File: config.mk
export PLATFORM = sky130hd
export DESIGN_NAME = refill_ctrl
export DESIGN_NICKNAME = d
export VERILOG_FILES = /design/src/source/dcache_pkg.sv /design/src/source/refill_ctrl.sv
export SDC_FILE = /design/constraint.sdc
export NUM_CORES = 1
export LEC_CHECK = 0
export BUFFER_PORTS_ARGS = -buffer_cell sky130_fd_sc_hd__buf_4
export CORE_MARGIN = 4
export CORE_UTILIZATION = 40
export CTS_CLUSTER_DIAMETER = 50
export DETAILED_ROUTE_END_ITERATION = 6
export PLACE_DENSITY = 0.71
export SYNTH_ARGS = -nofsm -noshare
export SYNTH_HDL_FRONTEND = slang
export SYNTH_SLANG_ARGS = --single-unit
export TNS_END_PERCENT = 10
File: constraint.sdc
create_clock -name clk -period 2.2 [get_ports clk]
set_clock_uncertainty 0.15 [all_clocks]
set_input_delay 0.22 -clock clk [delete_from_list [all_inputs] [get_ports clk]]
set_output_delay 0.22 -clock clk [all_outputs]
set_load 0.03 [all_outputs]
File: src/source/dcache_pkg.sv
// dcache_pkg: word and address widths, address layout constants
// and default geometry for the load cache
`default_nettype none

package dcache_pkg;

    localparam int DATA_WIDTH       = 32;
    localparam int ADDR_WIDTH       = 16;   // byte address
    localparam int WORD_BYTES       = 4;
    localparam int BYTE_OFFSET_BITS = $clog2(WORD_BYTES);
    localparam int WORD_ADDR_WIDTH  = ADDR_WIDTH - BYTE_OFFSET_BITS;

    typedef logic [DATA_WIDTH-1:0] word_t;
    typedef logic [ADDR_WIDTH-1:0] addr_t;

    // load response as it leaves the cache
    typedef struct packed {
        word_t data;
        logic  hit;    // low when the word came through a refill
    } resp_t;

    // default geometry, overridden from dcache_top
    localparam int DEF_NUM_SETS    = 16;
    localparam int DEF_BLOCK_WORDS = 4;
    localparam int DEF_MEM_LATENCY = 3;

endpackage

`default_nettype wire

File: src/source/refill_ctrl.sv
// refill_ctrl: lookup stage control for the load cache
// answers hits directly, on a miss reads a block word by word and fills the array
`default_nettype none

module refill_ctrl
    import dcache_pkg::*;
#(
    parameter int BLOCK_WORDS = DEF_BLOCK_WORDS
)(
    input  logic                       clk,
    input  logic                       arst_n,

    input  logic                       lk_valid,
    output logic                       lk_ready,
    input  addr_t                      lk_addr,

    input  logic                       arr_hit,
    input  word_t                      arr_data,
    output logic                       touch_en,
    output logic                       fill_en,
    output word_t [BLOCK_WORDS-1:0]    fill_block,

    output logic                       mem_req,
    output logic [WORD_ADDR_WIDTH-1:0] mem_addr,
    input  logic                       mem_rvalid,
    input  word_t                      mem_rdata,

    output logic                       rs_valid,
    input  logic                       rs_ready,
    output word_t                      rs_data,
    output logic                       rs_hit
);

    localparam int OFF_BITS = $clog2(BLOCK_WORDS);
    localparam logic [OFF_BITS-1:0] LAST_WORD = OFF_BITS'(BLOCK_WORDS - 1);

    typedef enum logic [2:0] {
        ST_IDLE,
        ST_FETCH,   // issuing reads
        ST_WAIT,    // draining read returns
        ST_FILL,
        ST_RESP
    } state_t;

    state_t                              state;
    state_t                              state_nxt;
    logic [OFF_BITS-1:0]                 issue_cnt;
    logic [OFF_BITS-1:0]                 recv_cnt;
    logic [OFF_BITS-1:0]                 word_off;
    logic [WORD_ADDR_WIDTH-OFF_BITS-1:0] block_base;
    word_t [BLOCK_WORDS-1:0]             blk_buf;

    assign word_off   = lk_addr[BYTE_OFFSET_BITS +: OFF_BITS];
    assign block_base = lk_addr[ADDR_WIDTH-1 : BYTE_OFFSET_BITS + OFF_BITS];

    assign mem_req    = (state == ST_FETCH);
    assign mem_addr   = {block_base, issue_cnt};   // block aligned, word by word
    assign fill_en    = (state == ST_FILL);
    assign fill_block = blk_buf;

    // hit answered straight from the array, miss answered from the buffer
    assign rs_hit   = (state == ST_IDLE);
    assign rs_valid = (state == ST_RESP) || (rs_hit && lk_valid && arr_hit);
    assign rs_data  = rs_hit ? arr_data : blk_buf[word_off];
    assign lk_ready = rs_ready && ((rs_hit && arr_hit) || (state == ST_RESP));
    assign touch_en = rs_hit && lk_valid && arr_hit && rs_ready;

    always_comb
    begin
        state_nxt = state;
        case (state)
            ST_IDLE:
                if (lk_valid && !arr_hit)
                    state_nxt = ST_FETCH;
            ST_FETCH:
                if (issue_cnt == LAST_WORD)
                    state_nxt = ST_WAIT;
            ST_WAIT:
                if (mem_rvalid && (recv_cnt == LAST_WORD))
                    state_nxt = ST_FILL;
            ST_FILL:
                state_nxt = ST_RESP;
            ST_RESP:
                if (rs_ready)
                    state_nxt = ST_IDLE;   // lookup consumed with the response
            default:
                state_nxt = ST_IDLE;
        endcase
    end

    always_ff @(posedge clk or negedge arst_n)
    begin
        if (!arst_n)
        begin
            state     <= ST_IDLE;
            issue_cnt <= '0;
            recv_cnt  <= '0;
        end
        else
        begin
            state <= state_nxt;
            if (mem_req)
                issue_cnt <= issue_cnt + 1'b1;   // wraps back to 0 after a block
            if (mem_rvalid)
                recv_cnt <= recv_cnt + 1'b1;
        end
    end

    // returned words land in order
    always_ff @(posedge clk)
    begin
        if (mem_rvalid)
            blk_buf[recv_cnt] <= mem_rdata;
    end

endmodule

`default_nettype wire
==> results.txt, run 1 <==
PnR worst setup slack: -39.6 ps
Die ar.: 15,800 µm²
# DRC: 0
Root Driver: clkbuf_16
CP Class: reg -> out
Die Wd: 126 µm
Mean Syn Cell Area: 21.5 µm²
Tot GR Track Use: 20.5%
Netlist cell types: 26
Mapped Cells: 258
Ys async rst share: 5.19%
DPL Wire Length: 11,000 µm
Arrival time worst endpoint: 1870 ps
Diode count: 0
Vias in the first global route: 4,036
Number of cell rows: 42
Crit path from: state[2]
Global-route wire length before repair: 24,100 µm
Core area: 13,400 µm²
Port bufs: 239
Peak VDD IR: 0.874 mV
Number of sinks on the clock net: 135
Gr ovfl total: 0
DRT antenna net count: 0
EDFF count, synth: 128
Fill cell count: 900
Min-delay worst type: in -> reg
Setup-failing EPs final: 23
Max_cap viols: 0
Critical Path RT: 1830 ps
Most frequent cells in the layout: buf_4 (218), edfxtp_1 (128), dlygate4sd3_1 (35)
CTS tree: done
#FFs+latches synth: 135
Initial antenna violation count: 0
Area Overhead vs Synth: 60.4%
Cell Pwr Density: 1310 nW/µm²
Drt first pass iters: 4
TritonCTS buffer count: 17
Commonest non-fill, non-tap cell in the layout: buf_4
Failing checks: negative setup slack
Syn Std Cell Area: 5550 µm²
Unrepaired setup endpoints after global routing: true
GP Congestion: 0.787
Iter 0 DRT Violations: 202
Min Tclk post-route: 2240 ps
Syn Nets: 349
Pin count of the biggest net entering global routing: 33
Pre-CTS WS: 254 ps
Vias/cell: 4.99
Initial Util: 41.4%
Worst r2r src: state[1]
Worst skew pair latency: 410 ps
Top Ports: 266
CTS clock-pin slew for the worst setup and hold paths: 60 ps
Worst hold slack: 68.4 ps
Final hold viol count: 0
Worst Max-Slew Pin Slew: 481 ps
H-tree depth: 4
Post-synthesis sequential area ratio: 72.4%
Tcrit/Tclk final: 102%
Chip Height: 126 µm
WL/cell: 22.0 µm
Peak Freq: 447 MHz
Synth Flop Type: edfxtp_1
Critical Path End Type: output port
Headroom to the max-slew limit: 67.9%
Ratio of cells with drive above 1 in the final layout: 64.5%
Startpoint Class: register
Detailed-route via count: 3,674
Status: finished, violations left
Maximum clock path buffer count: 2
Leakage: 3.63 nW
Warnings from Yosys: 0
Nets: 639
Count of pins over their slew limit: 0
Hold path start: arr_hit
Final WL: 16,200 µm
Max FO, Critical Path: 9
[metrics by stage]
step | cell area [µm²] | util (%) | TNS (ps) | std cells | power, mW
after global placement | 7570 | 56.5 | 0 | 662 | 7.84
after global routing | 8900 | 66.4 | -2330 | 737 | 12.1
after detailed placement | 7570 | 56.5 | 0 | 662 | 7.90
final | 8900 | 66.4 | -296 | 737 | 11.7
after CTS | 8830 | 65.9 | -1030 | 735 | 11.6
after floorplan | 5550 | - | 0 | 258 | 6.21
[critical path, stage by stage, from the launching register on]
cell and delay [ps]:
dfrtp_2 470, nor3_4 160, buf_6 180, buf_12 160, mux2_4 330, buf_6 150
[flip-flops by register name, indices dropped and copies added (netlist names)]
signal      cells
state           3
fill_block    128
recv_cnt        2
issue_cnt       2
[where the power goes]
group	leakage, nW	total, mW	internal [mW]	switching, mW
Sequential	1.26	3.63	3.38	0.252
Clock	0.300	3.03	2.00	1.03
Combinational	2.07	5.02	2.28	2.74
[synth_stat cells (2+ instances only)]
cell,n,area [µm²]
xor2_1,2,17.5
mux2_2,34,383
buf_2,2,10.0
mux4_2,32,721
clkbuf_1,3,11.3
buf_6,4,45.0
dfrtp_1,7,175
edfxtp_1,128,3840
nor4b_1,2,17.5
ha_1,5,62.6
and2_1,4,25.0
buf_4,16,120
inv_1,2,7.51
o21ai_0,2,10.0
nor3_1,2,10.0
a21oi_1,2,10.0
nand2_1,2,7.51
[routing by layer]
metal	vias to the layer above	part of all wire [%]	routed length, µm	GRT usage, %
met5	-	0	0	0
met4	0	1.6	255	7.19
met3	18	8.0	1300	6.99
met2	167	54	8810	37.1
met1	1861	36	5870	22.4
li1	1628	-	-	-
[logic make-up (layout without fill, tap and decap cells)]
| group | after synthesis | count (layout) | share of synthesized area, % |
|---|---|---|---|
| AOI/OAI and AO/OA | 5 | 5 | 0.496 |
| xor gates and xnor gates | 2 | 2 | 0.316 |
| adders and majority gates | 5 | 5 | 1.13 |
| buffers and inverters | 27 | 330 | 3.49 |
| DFF | 135 | 135 | 72.4 |
| muxes | 66 | 66 | 19.9 |
| and+or+nand+nor | 18 | 18 | 2.26 |
[timing repair]
| action | in CTS | in global routing |
|---|---|---|
| buffers inserted | 4 | 1 |
| resized for setup | 52 | 11 |
| endpoints found under the hold margin | 137 | 0 |
| pin swaps | 1 | 1 |
| hold buffers | 35 | 0 |
| cloned | 2 | 1 |
| setup endpoints to repair | 32 | 33 |
[layout make-up]
type	count	area (µm²)	area share, %
Multi-Input combinational cell	96	1440	16.2
Sequential cell	135	4020	45.2
Clock inverter	13	203	2.28
Tap cell	176	220	2.47
Clock buffer	19	433	4.86
Inverter	2	7.51	0.0843
Timing Repair Buffer	296	2580	29.0
[path summary, 6_finish.rpt]
path,end,slack [ps],cells after the start
worst max-delay path,rs_data[19],-40,5
worst min-delay path,state[0],70,4
worst max register to register,issue_cnt[1],400,4
worst min register to register,issue_cnt[0],350,1
max in group asynchronous,state[2],900,3
min in group asynchronous,issue_cnt[0],690,3
No activity file was read; power rests on OpenSTA's default activity.
==> run 2: changes to the inputs <==
BUFFER_PORTS_ARGS = default   (was -buffer_cell sky130_fd_sc_hd__buf_4)
DONT_BUFFER_PORTS = 1   (was default)
PLACE_DENSITY = default   (was 0.71)
SKIP_LAST_GASP = 1   (was default)
==> results.txt, run 2 (synthesized netlist as in run 1, its figures left out) <==
Max FO, Critical Path: 10 (was 9)
Final design utilization: 56.6% (was 66.4%)
Final WL: 14,400 µm (was 16,200 µm)
Gr ovfl total: 0 (unchanged)
H-tree depth: 4 (unchanged)
Number of sinks on the clock net: 135 (unchanged)
Design area: 7590 µm² (was 8900 µm²)
Iter 0 DRT Violations: 115 (was 202)
DRT antenna net count: 0 (unchanged)
TNS Setup: 0 ps (was -296 ps)
Worst Max-Slew Pin Slew: 395 ps (was 481 ps)
Worst hold slack: 193 ps (was 68.4 ps)
Fin cells: 593 (was 737)
DPL Wire Length: 9420 µm (was 11,000 µm)
CP Class: reg -> out (unchanged)
Total Power: 10.4 mW (was 11.7 mW)
TritonCTS buffer count: 17 (unchanged)
Commonest non-fill, non-tap cell in the layout: edfxtp_1 (was buf_4)
Initial antenna violation count: 0 (unchanged)
Worst skew pair latency: 410 ps (about the same)
Final hold viol count: 0 (unchanged)
Critical Path RT: 1830 ps (about the same)
Diode count: 0 (unchanged)
Global-route wire length before repair: 21,200 µm (was 24,100 µm)
Pre-CTS WS: 306 ps (was 254 ps)
Vias/cell: 5.33 (was 4.99)
Core area: 13,400 µm² (unchanged)
Worst Hold Depth: 2 (was 4)
Leakage: 2.87 nW (was 3.63 nW)
Nets: 495 (was 639)
Worst r2r path cells: 5 (was 4)
Unrepaired setup endpoints after global routing: true (unchanged)
Root Driver: clkbuf_16 (unchanged)
# DRC: 0 (unchanged)
WL/cell: 24.2 µm (was 22.0 µm)
Top Ports: 266 (unchanged)
Largest register FFs: 128 (unchanged)
Cell Pwr Density: 1360 nW/µm² (was 1310 nW/µm²)
Peak VDD IR: 0.704 mV (was 0.874 mV)
PnR worst setup slack: 5.08 ps (was -39.6 ps)
Worst r2r src: state[0] (was state[1])
Pin count of the biggest net entering global routing: 33 (unchanged)
Port bufs: 0 (was 239)
Drt first pass iters: 4 (unchanged)
Arrival time worst endpoint: 1820 ps (was 1870 ps)
Placed cell count: 516 (was 662)
Headroom to the max-slew limit: 73.6% (was 67.9%)
Maximum clock path buffer count: 2 (unchanged)
Startpoint Class: register (unchanged)
DP Area: 6400 µm² (was 7570 µm²)
Min Tclk post-route: 2190 ps (was 2240 ps)
Critical R2R Capture: state[0] (was issue_cnt[1])
Critical Path End Type: output port (unchanged)
Fill cell count: 1,019 (was 900)
Initial Util: 41.4% (unchanged)
Max_cap viols: 0 (unchanged)
WHS Endpoint: fill_block[116] (was state[0])
Tcrit/Tclk final: 99.8% (was 102%)
Hold path start: mem_rvalid (was arr_hit)
Most frequent cells in the layout: edfxtp_1 (128), buf_4 (110), dlygate4sd3_1 (38) (was buf_4 (218), edfxtp_1 (128), dlygate4sd3_1 (35))
Chip Height: 126 µm (unchanged)
Area Overhead vs Synth: 36.7% (was 60.4%)
GP Congestion: 0.768 (was 0.787)
CTS tree: done (unchanged)
Number of cell rows: 42 (unchanged)
Vias in the first global route: 3,426 (was 4,036)
Die Wd: 126 µm (unchanged)
Count of pins over their slew limit: 0 (unchanged)
R2R setup slack: 300 ps (was 400 ps)
Tot GR Track Use: 18.2% (was 20.5%)
CTS clock-pin slew for the worst setup and hold paths: 50 ps (was 60 ps)
Detailed-route via count: 3,160 (was 3,674)
Peak Freq: 456 MHz (was 447 MHz)
Setup-failing EPs final: 0 (was 23)
Ratio of cells with drive above 1 in the final layout: 51.3% (was 64.5%)
Status: completed (was finished, violations left)
Min-delay worst type: in -> reg (unchanged)
Die ar.: 15,800 µm² (unchanged)
-- run 2: worst max path at each step --
stage              endpoint  slack (ps)     start
6_report         rs_data[9]           5  state[0]
3_3_place_gp    rs_data[13]         330  state[1]
5_1_grt         rs_data[21]        -100  state[0]
4_1_cts          rs_data[7]         -30  state[2]
3_5_place_dp    rs_data[19]         310  state[1]
2_1_floorplan  issue_cnt[1]          60  state[2]
-- run 2: area by class of cell --
class | instances | area (µm²) | area share, %
multi-input cells | 96 | 1460 | 19.3
well taps | 176 | 220 | 2.90
clock inverters | 12 | 134 | 1.76
repair buffers | 152 | 1300 | 17.2
inverters | 2 | 7.51 | 0.0989
clock buffers | 20 | 437 | 5.76
flip-flops and latches | 135 | 4020 | 53.0
-- run 2: report_power, final --
group | switching [mW] | internal, mW
clock | 0.970 | 1.75
combinational | 2.23 | 1.52
sequential | 0.490 | 3.39
-- run 2: per-layer routing --
metal,GRT usage [%],wire [µm],up-vias
met5,0,0,-
met4,7.70,291,0
met3,6.86,1230,29
met2,30.6,7470,175
met1,21.0,5380,1615
li1,-,-,1341
-- run 2: timing repair --
| action | in CTS | in global routing |
|---|---|---|
| endpoints found under the setup margin | 33 | 33 |
| cloned | 1 | 1 |
| endpoints found under the hold margin | 139 | 0 |
| resized for setup | 39 | 0 |
| hold buffers | 38 | 0 |
| pin swaps | 1 | 1 |
| setup buffers | 4 | 1 |
-- run 2: worst max-delay path, stage by stage, from the launching register on --
cell and delay (ps):
dfrtp_2 420, nor3_4 260, buf_4 170, buf_12 170
mux2_4 370
